<file path="src/ctr_consts.svh">
// Constants shared by the stream byte-pointer monitor.
// Holds the buffer geometry, the per-beat increment limit,
// the packet counter modulus and the APB register map.
// Include it wherever one of these values is needed.

`ifndef CTR_CONSTS_SVH
`define CTR_CONSTS_SVH

// Circular buffer size in bytes, also the byte pointer modulus
`define CTR_BUF_BYTES 100

// Largest number of bytes a single beat can carry
`define CTR_MAX_INCR 4

// Packet counter wraps at this count
`define CTR_PKT_MOD 256

// APB register byte offsets
`define CTR_ADDR_CTRL 8'h00
`define CTR_ADDR_INIT 8'h04
`define CTR_ADDR_PTR 8'h08
`define CTR_ADDR_PKT 8'h0C

`endif
</file>
<file path="src/ctr_pkg.sv">
// Types shared by the stream byte-pointer monitor.
// Import it in the module header of any block that carries
// stream beats, APB traffic, control or tally information.

`default_nettype none

`include "ctr_consts.svh"

package ctr_pkg;

  // Field widths derived from the buffer geometry
  localparam int ptr_width = $clog2(`CTR_BUF_BYTES);
  localparam int incr_width = $clog2(`CTR_MAX_INCR + 1);
  localparam int pkt_width = $clog2(`CTR_PKT_MOD);
  // One keep bit per byte lane
  localparam int keep_width = `CTR_MAX_INCR;

  // One beat of the input stream
  typedef struct packed {
    logic                  valid;
    logic [keep_width-1:0] keep;
    logic                  last;
  } beat_t;

  // APB request from the bus master
  typedef struct packed {
    logic       psel;
    logic       penable;
    logic       pwrite;
    logic [7:0] paddr;
    logic [31:0] pwdata;
  } apb_req_t;

  // APB response back to the master
  typedef struct packed {
    logic [31:0] prdata;
    logic        pready;
    logic        pslverr;
  } apb_rsp_t;

  // Register block steering of the datapath
  typedef struct packed {
    logic                 enable;
    logic                 ptr_reinit;
    logic                 pkt_reinit;
    logic [ptr_width-1:0] init_ptr;
  } ctr_ctrl_t;

  // Per-beat increments for both counters
  typedef struct packed {
    logic                  byte_valid;
    logic [incr_width-1:0] byte_incr;
    logic                  pkt_valid;
  } tally_t;

endpackage : ctr_pkg

`default_nettype wire

</file>
<file path="src/ctr_top.sv">
// Top level of the stream byte-pointer monitor.
// Beats enter through the tally stage, which feeds a byte pointer
// wrapping at the buffer size and a packet counter.
// Software steers both counters and reads them back over APB.
// The byte pointer is also exported as ptr.

`default_nettype none

`include "ctr_consts.svh"

module ctr_top
  import ctr_pkg::*;
(
  input  logic                 clk,
  input  logic                 rst,
  input  apb_req_t             apb_req,
  output apb_rsp_t             apb_rsp,
  input  beat_t                beat,
  output logic [ptr_width-1:0] ptr
);

  ctr_ctrl_t            ctrl;
  tally_t               tally;
  logic [pkt_width-1:0] pkt;

  // Register block
  ctr_regs regs_i (
    .clk     (clk),
    .rst     (rst),
    .apb_req (apb_req),
    .apb_rsp (apb_rsp),
    .ptr     (ptr),
    .pkt     (pkt),
    .ctrl    (ctrl)
  );

  // Beat to increment conversion
  beat_tally tally_i (
    .clk    (clk),
    .rst    (rst),
    .beat   (beat),
    .enable (ctrl.enable),
    .tally  (tally)
  );

  // ------------------------------------------------------------------
  // Counters
  // ------------------------------------------------------------------

  // Byte pointer, modulus not a power of two
  counter_incr #(
    .max_value (`CTR_BUF_BYTES - 1),
    .max_incr  (`CTR_MAX_INCR)
  ) ptr_ctr_i (
    .clk           (clk),
    .rst           (rst),
    .reinit        (ctrl.ptr_reinit),
    .initial_value (ctrl.init_ptr),
    .incr_valid    (tally.byte_valid),
    .incr          (tally.byte_incr),
    .value         (ptr),
    .value_next    ()
  );

  // Packet counter, one step per last beat
  counter_incr #(
    .max_value (`CTR_PKT_MOD - 1),
    .max_incr  (1)
  ) pkt_ctr_i (
    .clk           (clk),
    .rst           (rst),
    .reinit        (ctrl.pkt_reinit),
    .initial_value ({pkt_width{1'b0}}),
    .incr_valid    (tally.pkt_valid),
    .incr          (1'b1),
    .value         (pkt),
    .value_next    ()
  );

endmodule : ctr_top

`default_nettype wire

</file>
<file path="src/ctr_regs.sv">
// APB register block of the byte-pointer monitor.
// CTRL holds enable and two reinit strobes, INIT holds the initial
// byte pointer, PTR and PKT read back the two counters.
// Every transfer takes a setup and an access cycle, with no wait states.
// Strobes show up as one-cycle pulses after the access cycle.

`default_nettype none

`include "ctr_consts.svh"

module ctr_regs
  import ctr_pkg::*;
(
  input  logic                 clk,
  input  logic                 rst,
  input  apb_req_t             apb_req,
  output apb_rsp_t             apb_rsp,
  input  logic [ptr_width-1:0] ptr,
  input  logic [pkt_width-1:0] pkt,
  output ctr_ctrl_t            ctrl
);

  // ------------------------------------------------------------------
  // Transfer decode
  // ------------------------------------------------------------------

  logic access;
  logic hit_ctrl;
  logic hit_init;
  logic hit_ptr;
  logic hit_pkt;
  logic addr_ok;
  logic err;
  logic wr_en;

  // Access phase is the second cycle of a transfer
  assign access = apb_req.psel && apb_req.penable;

  assign hit_ctrl = apb_req.paddr == `CTR_ADDR_CTRL;
  assign hit_init = apb_req.paddr == `CTR_ADDR_INIT;
  assign hit_ptr  = apb_req.paddr == `CTR_ADDR_PTR;
  assign hit_pkt  = apb_req.paddr == `CTR_ADDR_PKT;
  assign addr_ok  = hit_ctrl || hit_init || hit_ptr || hit_pkt;

  // Unknown address, or a write to a read-only counter
  assign err = !addr_ok || (apb_req.pwrite && (hit_ptr || hit_pkt));

  // Writes land at the end of the access cycle
  assign wr_en = access && apb_req.pwrite && !err;

  // ------------------------------------------------------------------
  // INIT clamp
  // ------------------------------------------------------------------

  logic [ptr_width-1:0] init_wdata;

  // Values past the last buffer byte are pinned to it
  always_comb begin
    if (apb_req.pwdata > 32'(`CTR_BUF_BYTES - 1)) begin
      init_wdata = ptr_width'(`CTR_BUF_BYTES - 1);
    end else begin
      init_wdata = apb_req.pwdata[ptr_width-1:0];
    end
  end

  // ------------------------------------------------------------------
  // Registers
  // ------------------------------------------------------------------

  logic                 enable_q;
  logic                 ptr_reinit_q;
  logic                 pkt_reinit_q;
  logic [ptr_width-1:0] init_ptr_q;

  always_ff @(posedge clk) begin
    if (rst) begin
      enable_q     <= 1'b0;
      ptr_reinit_q <= 1'b0;
      pkt_reinit_q <= 1'b0;
      init_ptr_q   <= '0;
    end else begin
      // Strobes last one cycle only
      ptr_reinit_q <= wr_en && hit_ctrl && apb_req.pwdata[1];
      pkt_reinit_q <= wr_en && hit_ctrl && apb_req.pwdata[2];
      if (wr_en && hit_ctrl) begin
        enable_q <= apb_req.pwdata[0];
      end
      if (wr_en && hit_init) begin
        init_ptr_q <= init_wdata;
      end
    end
  end

  assign ctrl = '{
    enable:     enable_q,
    ptr_reinit: ptr_reinit_q,
    pkt_reinit: pkt_reinit_q,
    init_ptr:   init_ptr_q
  };

  // ------------------------------------------------------------------
  // Read data and response
  // ------------------------------------------------------------------

  logic [31:0] rd_data;

  // Strobe bits read back as zero
  always_comb begin
    rd_data = '0;
    if (hit_ctrl) begin
      rd_data = 32'(enable_q);
    end else if (hit_init) begin
      rd_data = 32'(init_ptr_q);
    end else if (hit_ptr) begin
      rd_data = 32'(ptr);
    end else if (hit_pkt) begin
      rd_data = 32'(pkt);
    end
  end

  // Bus stays quiet outside a read access
  assign apb_rsp = '{
    prdata:  (access && !apb_req.pwrite) ? rd_data : 32'h0,
    pready:  access,
    pslverr: access && err
  };

endmodule : ctr_regs

`default_nettype wire

</file>
<file path="src/beat_tally.sv">
// Turns stream beats into counter increments.
// Each accepted beat yields a byte count from its keep mask and a
// packet increment on the last beat. Results are registered, so they
// appear one cycle after the beat is sampled. Nothing counts while
// enable is low.

`default_nettype none

module beat_tally
  import ctr_pkg::*;
(
  input  logic   clk,
  input  logic   rst,
  input  beat_t  beat,
  input  logic   enable,
  output tally_t tally
);

  // ------------------------------------------------------------------
  // Keep mask population count
  // ------------------------------------------------------------------

  logic [incr_width-1:0] kept_bytes;

  always_comb begin
    kept_bytes = '0;
    for (int i = 0; i < keep_width; i++) begin
      kept_bytes = kept_bytes + incr_width'(beat.keep[i]);
    end
  end

  // Beat is counted only while the monitor is enabled
  logic accept;

  assign accept = beat.valid && enable;

  // ------------------------------------------------------------------
  // Output registers
  // ------------------------------------------------------------------

  logic                  byte_valid_q;
  logic                  pkt_valid_q;
  logic [incr_width-1:0] byte_incr_q;

  // Empty keep mask still gives a valid zero increment
  always_ff @(posedge clk) begin
    if (rst) begin
      byte_valid_q <= 1'b0;
      pkt_valid_q  <= 1'b0;
    end else begin
      byte_valid_q <= accept;
      pkt_valid_q  <= accept && beat.last;
    end
  end

  // Byte count of the beat sampled at this edge
  always_ff @(posedge clk) begin
    byte_incr_q <= kept_bytes;
  end

  assign tally = '{
    byte_valid: byte_valid_q,
    byte_incr:  byte_incr_q,
    pkt_valid:  pkt_valid_q
  };

endmodule : beat_tally

`default_nettype wire

</file>
<file path="src/counter_incr.sv">
// Wrapping counter with a variable increment per cycle.
// The counter wraps past max_value, whether or not max_value + 1 is a
// power of two. A reinit reloads initial_value, and an increment in the
// same cycle applies on top of the initial value.
// value_next shows what value holds after the next edge.

`default_nettype none

module counter_incr #(
  // Largest counter value, inclusive
  parameter int max_value = 1,
  // Largest increment per cycle, inclusive
  parameter int max_incr = 1,
  localparam int value_width = $clog2(max_value + 1),
  localparam int incr_width = $clog2(max_incr + 1)
) (
  input  logic                   clk,
  input  logic                   rst,
  input  logic                   reinit,
  input  logic [value_width-1:0] initial_value,
  input  logic                   incr_valid,
  input  logic [incr_width-1:0]  incr,
  output logic [value_width-1:0] value,
  output logic [value_width-1:0] value_next
);

  // ------------------------------------------------------------------
  // Next value
  // ------------------------------------------------------------------

  localparam int max_value_p1 = max_value + 1;
  localparam bit is_pow2 = (max_value_p1 & (max_value_p1 - 1)) == 0;
  // Wide enough for the largest value plus the largest increment
  localparam int temp_width = $clog2(max_value + max_incr + 1);

  logic [value_width-1:0] base;
  logic [incr_width-1:0]  step;
  logic [temp_width-1:0]  value_temp;

  // Reinit rebases the sum on the initial value
  assign base = reinit ? initial_value : value;
  assign step = incr_valid ? incr : '0;
  assign value_temp = temp_width'(base) + temp_width'(step);

  if (is_pow2) begin : gen_pow2
    // Dropping the carry bits wraps for free
    assign value_next = value_temp[value_width-1:0];
  end else begin : gen_non_pow2
    logic [temp_width-1:0] value_wrapped;

    // Sum past the top folds back by one modulus
    assign value_wrapped = value_temp - temp_width'(max_value_p1);
    assign value_next = (value_temp > temp_width'(max_value)) ?
                        value_wrapped[value_width-1:0] :
                        value_temp[value_width-1:0];
  end

  // ------------------------------------------------------------------
  // Value register
  // ------------------------------------------------------------------

  // Holds still unless something moves it
  always_ff @(posedge clk) begin
    if (rst) begin
      value <= initial_value;
    end else if (incr_valid || reinit) begin
      value <= value_next;
    end
  end

endmodule : counter_incr

`default_nettype wire

</file>
<file path="config.mk">
export PLATFORM = sky130hd
export DESIGN_NAME = ctr_top
export DESIGN_NICKNAME = d
export VERILOG_FILES = /design/src/ctr_pkg.sv /design/src/ctr_top.sv /design/src/ctr_regs.sv /design/src/beat_tally.sv /design/src/counter_incr.sv
export VERILOG_INCLUDE_DIRS = /design/src
export SDC_FILE = /design/constraint.sdc
export NUM_CORES = 1
export LEC_CHECK = 0
export BUFFER_PORTS_ARGS = -buffer_cell sky130_fd_sc_hd__buf_4
export CAP_MARGIN = 20
export CORE_MARGIN = 1
export CORE_UTILIZATION = 50
export CTS_BUF_LIST = sky130_fd_sc_hd__clkbuf_16
export CTS_CLUSTER_DIAMETER = 100
export DETAILED_ROUTE_END_ITERATION = 10
export PLACE_DENSITY = 0.83
export SLEW_MARGIN = 10
export SYNTH_ARGS = -nofsm -noshare
export SYNTH_HDL_FRONTEND = slang
export SYNTH_SLANG_ARGS = --single-unit
</file>
<file path="constraint.sdc">
create_clock -name clk -period 6.9 [get_ports clk]
set_input_delay 0.345 -clock clk [delete_from_list [all_inputs] [get_ports clk]]
set_output_delay 0.345 -clock clk [all_outputs]
set_load 0.01 [all_outputs]
</file>
### Yosys cells after proc, flatten, opt, wreduce, memory -nomap -nowiden

Cells that the tools add are included.

* logic and storage cells: 57
* latch bits: 0
* bits in writable memories: 0
* memories kept: 0
* register bits after elaboration: 30
* output and inout port bits: 41
* bits in read-only memories: 0

* bitwise gates (word level): 0
* divide/modulo/power cells: 0
* reduce and logical (&&, ||, !) cells: 24
* shift-type cells: 0
* $add $sub $neg: 6
* mux-type cells: 13
* equality and inequality tests: 3
* magnitude comparators: 2
* multipliers: 0

Operator list (count)
* 2-to-1 mux 32 bit: 4
* 2-to-1 mux 7 bit: 5
* greater-than comparator 32 x 7 -> 1 bit (second input constant): 1
* equality test 8 x 4 -> 1 bit (second input constant): 2
* 2-to-1 mux 8 bit: 2
* logical AND 1 bit: 12
* adder 8 x 1 -> 8 bit: 1
* equality test 8 x 3 -> 1 bit (second input constant): 1
* logical NOT 8 bit: 1
* adder 7 x 3 -> 7 bit: 1
* greater-than comparator 7 bit (second input constant): 1
* logical OR 1 bit: 7
* subtractor 7 bit (second input constant): 1
* adder 3 x 1 -> 3 bit: 2
* logical NOT 1 bit: 3
* 2-to-1 mux 3 bit: 1
* adder 1 x 1 -> 2 bit: 1
* nonzero test 2 bit: 1
* 2-to-1 mux 1 bit: 1

### Logic depth before layout (Yosys ltp)

Gate-level depths: netlist of the first run.

* depth in word-level cells: 10
* gate-level depth with buffers: 13
* gate-level depth less buffers: 12

### Modules after synthesis

From an unflattened synthesis of the first run, not the netlist that was laid out.

* cell total of the unflattened synthesis: 302
* area, all modules: 2815.2 µm²

Modules (own cells, without submodules)
* ctr_regs: area each 948.4 µm², seq. area each 200.2 µm², cells an instance 125, times used 1
* counter_incr at pkt_ctr_i: area each 859.6 µm², seq. area each 240.2 µm², cells an instance 82, times used 1
* counter_incr at ptr_ctr_i: area each 800.8 µm², seq. area each 210.2 µm², cells an instance 76, times used 1
* beat_tally: area each 198.9 µm², seq. area each 100.1 µm², cells an instance 17, times used 1
* ctr_top: area each 7.5 µm², seq. area each 0.0 µm², cells an instance 2, times used 1

### Least setup slack after synthesis of the first run

OpenSTA, ideal clock, no wires.

* kind: register to register
* start point: reg regs_i.ptr_reinit_q
* end point: reg ptr_ctr_i.value[3], data pin
* path buffers: 1
* required time: 6641 ps
* cell stages (with the launch flop): 12
* data arrival time: 2432 ps
* setup slack: 4210 ps
* clock period less this slack: 2690 ps
* path through: dfxtp_1 buf_6 mux2_2 ha_1 a21oi_1 and2_1 xnor2_1 ha_1 mux2_2 o211ai_2 a21boi_0 o21ai_1

* longest elaborated chain between the ends: 6
* elaborated cells between the ends (all ways): 7

Ends and longest elaborated chain
* start, declared: RTL line ctr_regs.sv:71 `logic ptr_reinit_q;`
* start signal, assigned: RTL line ctr_regs.sv:83 `ptr_reinit_q <= wr_en && hit_ctrl && apb_req.pwdata[1];`
* 2-to-1 mux 7 bit *: RTL line counter_incr.sv:41 `assign base = reinit ? initial_value : value;`
* adder 7 x 3 -> 7 bit *: RTL line counter_incr.sv:43 `assign value_temp = temp_width'(base) + temp_width'(step);`
* subtractor 7 bit / greater-than comparator 7 bit (equally long branches): RTL line counter_incr.sv:52, counter_incr.sv:53
* 2-to-1 mux 7 bit *: RTL line counter_incr.sv:53 `assign value_next = (value_temp > temp_width'(max_value)) ?`
* 2-to-1 mux 7 bit *: RTL line counter_incr.sv:66 `end else if (incr_valid || reinit) begin`
* 2-to-1 mux 7 bit *: RTL line counter_incr.sv:64 `if (rst) begin`
* end signal, assigned: RTL line counter_incr.sv:65 `value <= initial_value;`
* end signal, assigned: RTL line counter_incr.sv:67 `value <= value_next;`
* end, declared: RTL line counter_incr.sv:23 `output logic [value_width-1:0] value,`

Mark *: on every way between the ends. The rest lies on a longest branch, timed or not. The select of a mux whose other input is x is not followed.
A chain may end at the register's enable or synchronous reset.

### Final worst setup path of the first run

Ends and elaborated chain as after synthesis.

==> results.py, run 1 <==
metrics = {
    "yosys": {
        "synth_common_cells": "buf_4, dfxtp_1, nor2_1, nand2_1, mux2_2",
        "synthArstFlopShare": 0,
        "synth-seq-cells": 30,
        "syn_area_um2": 2200,
        "synth-simple-area-share": 0.211,
        "synth_top_area_frac": 0.209,
        "synth_edf_count": 7,
        "synth.distinct_cells": 56,
        "synthXorXnorAreaFrac": 0.0483,
        "yosysMostFrequentCell": "buf_4",
        "synth_area_leaders": "dfxtp_1, edfxtp_1, buf_4",
        "yosys_warnings": 0,
        "synth_top_family_by_area": "simple AND/OR/NAND/NOR gates",
        "postSynthCellCount": 238,
        "synthMuxAreaShare": 0.0944,
        "postSynthAreaPerCell_um2": 9.25,
        "seq_area_frac_synth": 0.305,
        "synth_compound_area_frac": 0.156,
        "synth-adder-area-share": 0.0694,
        "synthFlopType": "dfxtp_1",
        "synth_largest_area_cell": "dfxtp_1",
    },
    "timing": {
        "setup_violations": 0,
        "rsz0062_at_grt": "no",
        "hold_viol_final": 0,
        "maxSlewHeadroom": 0.646,
        "finalHoldWorstSlack_ps": 272,
        "fin_crit_ps": 3250,
        "drv_slew": 0,
        "min_period_over_period": 0.471,
        "finClkSkew_ps": 3.33,
        "timing.final.ws_setup_ps": 3650,
        "fmax_ghz": 0.308,
        "finalSetupTns_ps": 0,
        "worst_pin_slew_ps": 516,
    },
    "critical_path": {
        "rr_startpoint": "regs_i.ptr_reinit_q",
        "end_kind": "flip-flop",
        "crit_required_ps": 7030,
        "r2r_slack_ps": 3650,
        "cp_data_arrival_time_ps": 3380,
        "startpoint_type": "flip-flop",
        "crit_start": "regs_i.ptr_reinit_q",
        "setup.worst_path.class": "reg -> reg",
        "crit_fanout": 8,
    },
    "floorplan": {
        "die_width_um": 68.3,
        "ios": 92,
        "die_area_um2": 4670,
        "fp.dieH_um": 68.3,
        "start_util": 0.535,
        "core_area_um2": 4120,
        "rows": 23,
    },
    "final_layout": {
        "diodes": 0,
        "area_delta_synth_final_pct": 26.3,
        "drive_gt1_frac": 0.321,
        "fin_util": 0.676,
        "nets": 363,
    },
    "placement": {
        "dp_hpwl_um": 4170,
        "io_buffers": 67,
        "pre_cts_ws_ps": 3760,
        "globalplace.congestion": 0.893,
    },
    "routing": {
        "drc": 0,
        "drt_iter0_drc": 128,
        "ant_nets": 0,
        "first_pass_iters": 4,
        "post_drt_wl_per_cell_um": 15.2,
        "via_per_inst": 5.59,
        "num_vias": 1967,
        "finalWirelength_um": 5360,
    },
    "clock_network": {
        "htree_num_levels": 2,
        "numCtsBuffers": 5,
        "cts_tree": "yes",
        "clk_path_buf_depth": 2,
        "numClockSinks": 30,
        "cts_root_buffer": "clkbuf_16",
        "cts-resized-gates": 0,
        "clk_latency_ps": 270,
        "post_cts_buffers": 0,
        "cts_hold_buf": 0,
        "clkTransAtPathRegs_ps": 50,
    },
    "job": {
        "maxCapViolCount": 0,
    },
    "power_and_ir_drop": {
        "p_per_area_nw_per_um2": 179,
        "ir_drop_mv": 0.251,
        "leakage_nw": 1.19,
    },
    "min_path": {
        "holdCritStartpoint": "beat[0]",
        "min-delay-path-class": "in -> reg",
    },
    "global_route": {
        "grt_pass1_vias": 1885,
        "grt_antenna_before_repair": 0,
        "grt_max_degree": 25,
        "overflow": 0,
        "grt_usage": 0.255,
        "grt_pass1_wl_um": 8740,
    },
    "outcome": {
        "outcome": "finished clean",
    },
}
flip-flops by register name, indices dropped and copies added (netlist names):
register / cells
pkt_ctr_i.value: 8
ptr_ctr_i.value: 7
regs_i.init_ptr_q: 7
tally_i.byte_incr_q: 3
regs_i.enable_q: 1
regs_i.pkt_reinit_q: 1
regs_i.ptr_reinit_q: 1
tally_i.byte_valid_q: 1
tally_i.pkt_valid_q: 1
cell families (layout without fill, tap and decap cells):
kind of cell	after synthesis	after routing
flip-flops	30	30
AO/OA/AOI/OAI	45	45
buffers and inverters	39	80
multiplexers	17	17
other	1	24
AND/OR/NAND/NOR	85	85
adder cells (fa/ha/maj)	11	11
XOR/XNOR	10	10
per-layer routing:
layer  vias to the layer above  track usage  routed length [µm]
met5                         -            0                   0
met4                         0       0.0729                  47
met3                         6       0.0550                 409
met2                        93        0.447                2770
met1                       921        0.309                2140
li1                        947            -                   -
worst max-delay path, stage by stage (launching register included):
cell and delay (ps):
dfxtp_1 660, mux2_2 400, ha_1 350, nand3_1 130, and2_1 180, xnor2_1 410, ha_1 250, mux2_2 160
o211ai_2 150, a31o_2 290, o21ai_1 110
metrics by stage:
step	instance area (µm²)	cells	power, W
global route	2780	352	0.000513
detailed placement	2620	344	0.000270
CTS	2780	352	0.000500
floorplan	2290	261	0.000243
global placement	2620	344	0.000267
finish	2780	352	0.000498
layout by cell type, fill, tap and decap left out, types with 3 or more instances in the layout:
cell type	netlist	layout
nor2b_1	6	6
a22oi_1	8	8
nand2_1	12	12
nor2_1	18	18
nand3_1	8	8
and2_1	8	8
inv_1	4	4
clkbuf_16	0	6
ha_1	9	9
buf_4	26	67
xor2_1	7	7
mux2_2	10	10
o21ai_0	5	5
a21oi_1	8	8
edfxtp_1	7	7
o221a_1	4	4
mux2i_1	5	5
and3_1	3	3
nor3_1	8	8
dfxtp_1	23	23
nor4_1	6	6
nand4_1	5	5
conb_1	1	24
worst paths after layout:
| kind | to | depth (start not counted) |
|---|---|---|
| max | ptr_ctr_i.value[3] | 10 |
| min reg2reg | pkt_ctr_i.value[0] | 2 |
| min | tally_i.pkt_valid_q | 2 |
| max reg2reg | ptr_ctr_i.value[3] | 10 |
power by group:
group,leakage (nW),internal [W],switching (W),total [W]
combinational,0.856,0.0000388,0.0000382,0.0000770
clock,0.0818,0.000154,0.0000770,0.000231
sequential,0.257,0.000186,0.00000435,0.000190
total,1.19,0.000379,0.000120,0.000498
cell type report:
cell class | instances | area [µm²]
fillers | 347 | 1340
clock inverters | 2 | 10.0
well taps | 50 | 62.6
multi-input cells | 192 | 1370
clock buffers | 6 | 150
repair buffers | 67 | 503
inverters | 5 | 18.8
flip-flops and latches | 30 | 671
No activity file was read; power rests on OpenSTA's default activity.
==> inputs of run 2 (changes only) <==
CORE_UTILIZATION = 48   (was 50)
PLACE_DENSITY = 0.8   (was 0.83)
clock period = 3.03 ns   (was 6.9 ns; I/O delays follow)
==> results.py, run 2 (synthesized netlist as in run 1, its figures left out) <==
metrics = {
    "placement": {
        "postPlaceCellArea_um2": 2650,
        "pre_cts_ws_ps": 207,
        "dp_hpwl_um": 4080,
        "dp.cells": 350,
        "io_buffers": 67,
        "globalplace.congestion": 0.816,
    },
    "critical_path": {
        "cp_data_arrival_time_ps": 2870,
        "r2r_slack_ps": 190,
        "crit_fanout": 6,
        "startpoint_type": "flip-flop",
        "setup.worst_path.class": "reg -> reg",
        "crit_required_ps": 3060,
        "end_kind": "flip-flop",
    },
    "min_path": {
        "min-delay-path-class": "in -> reg",
    },
    "floorplan": {
        "die_width_um": 69.7,
        "fp.dieH_um": 69.7,
        "ios": 92,
        "core_area_um2": 4380,
        "die_area_um2": 4860,
        "start_util": 0.502,
        "rows": 24,
    },
    "final_layout": {
        "design_area_um2": 2790,
        "final_common_cell": "buf_4",
        "largest_reg_flops": 8,
        "area_delta_synth_final_pct": 26.8,
        "reg_top3": "pkt_ctr_i.value: 8 flops, ptr_ctr_i.value: 7 flops, regs_i.init_ptr_q: 7 flops",
        "final_cell_mix": "buf_4, conb_1, dfxtp_1",
        "diodes": 0,
        "top_register": "pkt_ctr_i.value",
        "final_cell_count_no_fill": 358,
        "nets": 367,
        "drive_gt1_frac": 0.324,
    },
    "global_route": {
        "grt_max_degree": 25,
        "overflow": 0,
        "grt_pass1_vias": 1825,
        "grt_usage": 0.219,
        "grt_antenna_before_repair": 0,
        "grt_pass1_wl_um": 8470,
    },
    "power_and_ir_drop": {
        "ir_drop_mv": 0.209,
        "p_total_w": 0.00107,
        "leakage_nw": 1.21,
        "p_switching_w": 0.000262,
        "swShare": 0.244,
        "seq_power_share": 0.403,
        "p_per_area_nw_per_um2": 384,
        "p_int_w": 0.000810,
        "p_clk_frac": 0.432,
        "power_frac_comb": 0.165,
    },
    "timing": {
        "maxSlewHeadroom": 0.629,
        "fin_crit_ps": 2840,
        "drv_slew": 0,
        "finClkSkew_ps": 5.40,
        "setup_violations": 0,
        "fmax_ghz": 0.352,
        "min_period_over_period": 0.938,
        "rsz0062_at_grt": "no",
        "worst_pin_slew_ps": 541,
        "finalSetupTns_ps": 0,
        "hold_viol_final": 0,
        "timing.final.ws_setup_ps": 187,
    },
    "routing": {
        "num_vias": 1952,
        "drc": 0,
        "finalWirelength_um": 5230,
        "first_pass_iters": 4,
        "ant_nets": 0,
        "via_per_inst": 5.45,
        "post_drt_wl_per_cell_um": 14.6,
        "drt_iter0_drc": 145,
    },
    "job": {
        "maxCapViolCount": 0,
    },
    "clock_network": {
        "cts-resized-gates": 0,
        "clk_latency_ps": 270,
        "clkTransAtPathRegs_ps": 50,
        "post_cts_buffers": 0,
        "numCtsBuffers": 5,
        "htree_num_levels": 2,
        "cts_hold_buf": 0,
        "cts_root_buffer": "clkbuf_16",
        "numClockSinks": 30,
        "clk_path_buf_depth": 2,
        "cts_tree": "yes",
    },
    "outcome": {
        "outcome": "finished clean",
    },
}
==> run 2: changes by cell type in the layout (fill, tap and decap cells not counted) <==
cell       change
buf_4          +4
clkinv_1       +1
clkinv_2       -1
inv_1          +1
clkbuf_16      -1
==> run 2: final cells by class <==
| type | count | area [µm²] |
|---|---|---|
| Clock buffer | 5 | 125 |
| Clock inverter | 3 | 12.5 |
| Fill cell | 381 | 1590 |
| Inverter | 5 | 18.8 |
| Multi-Input combinational cell | 192 | 1370 |
| Sequential cell | 30 | 671 |
| Tap cell | 52 | 65.1 |
| Timing Repair Buffer | 71 | 533 |
==> run 2: per-stage QoR <==
stage	hold slack, ps	util
3_3_place_gp	357	0.605
5_1_grt	89.5	0.636
4_1_cts	86.4	0.636
3_5_place_dp	363	0.605
2_1_floorplan	273	-
6_report	86.1	0.636
==> run 2: critical path: stages, from the launching register on <==
cell and delay (ps):
dfxtp_1 420, mux2_2 370, ha_1 200, inv_1 70, fa_1 430, nor2b_1 270, mux2_2 380, o211ai_2 130
a311oi_1 150, a21o_1 180
==> run 2: worst paths after layout <==
| kind | endpoint | from | cells past startpoint |
|---|---|---|---|
| max | ptr_ctr_i.value[6] | regs_i.ptr_reinit_q | 9 |
| min | tally_i.pkt_valid_q | beat[0] | 2 |
| max reg2reg | ptr_ctr_i.value[6] | regs_i.ptr_reinit_q | 9 |
| min reg2reg | pkt_ctr_i.value[0] | pkt_ctr_i.value[0] | 2 |
==> run 2: metal layers <==
layer | vias to the layer above | part of all wire | track usage
li1 | 949 | - | -
met1 | 933 | 0.42 | 0.257
met2 | 62 | 0.52 | 0.388
met3 | 8 | 0.050 | 0.0523
met4 | 0 | 0.010 | 0.0778
met5 | - | 0 | 0
==> run 2: power groups by stage <==
stage	clock, W	sequential (W)	combinational [W]
after detailed placement	0	0.000439	0.000176
after CTS	0.000464	0.000432	0.000177
after global placement	0	0.000439	0.000171
after floorplan	0	0.000440	0.000114
final	0.000463	0.000432	0.000177
after global routing	0.000478	0.000433	0.000194
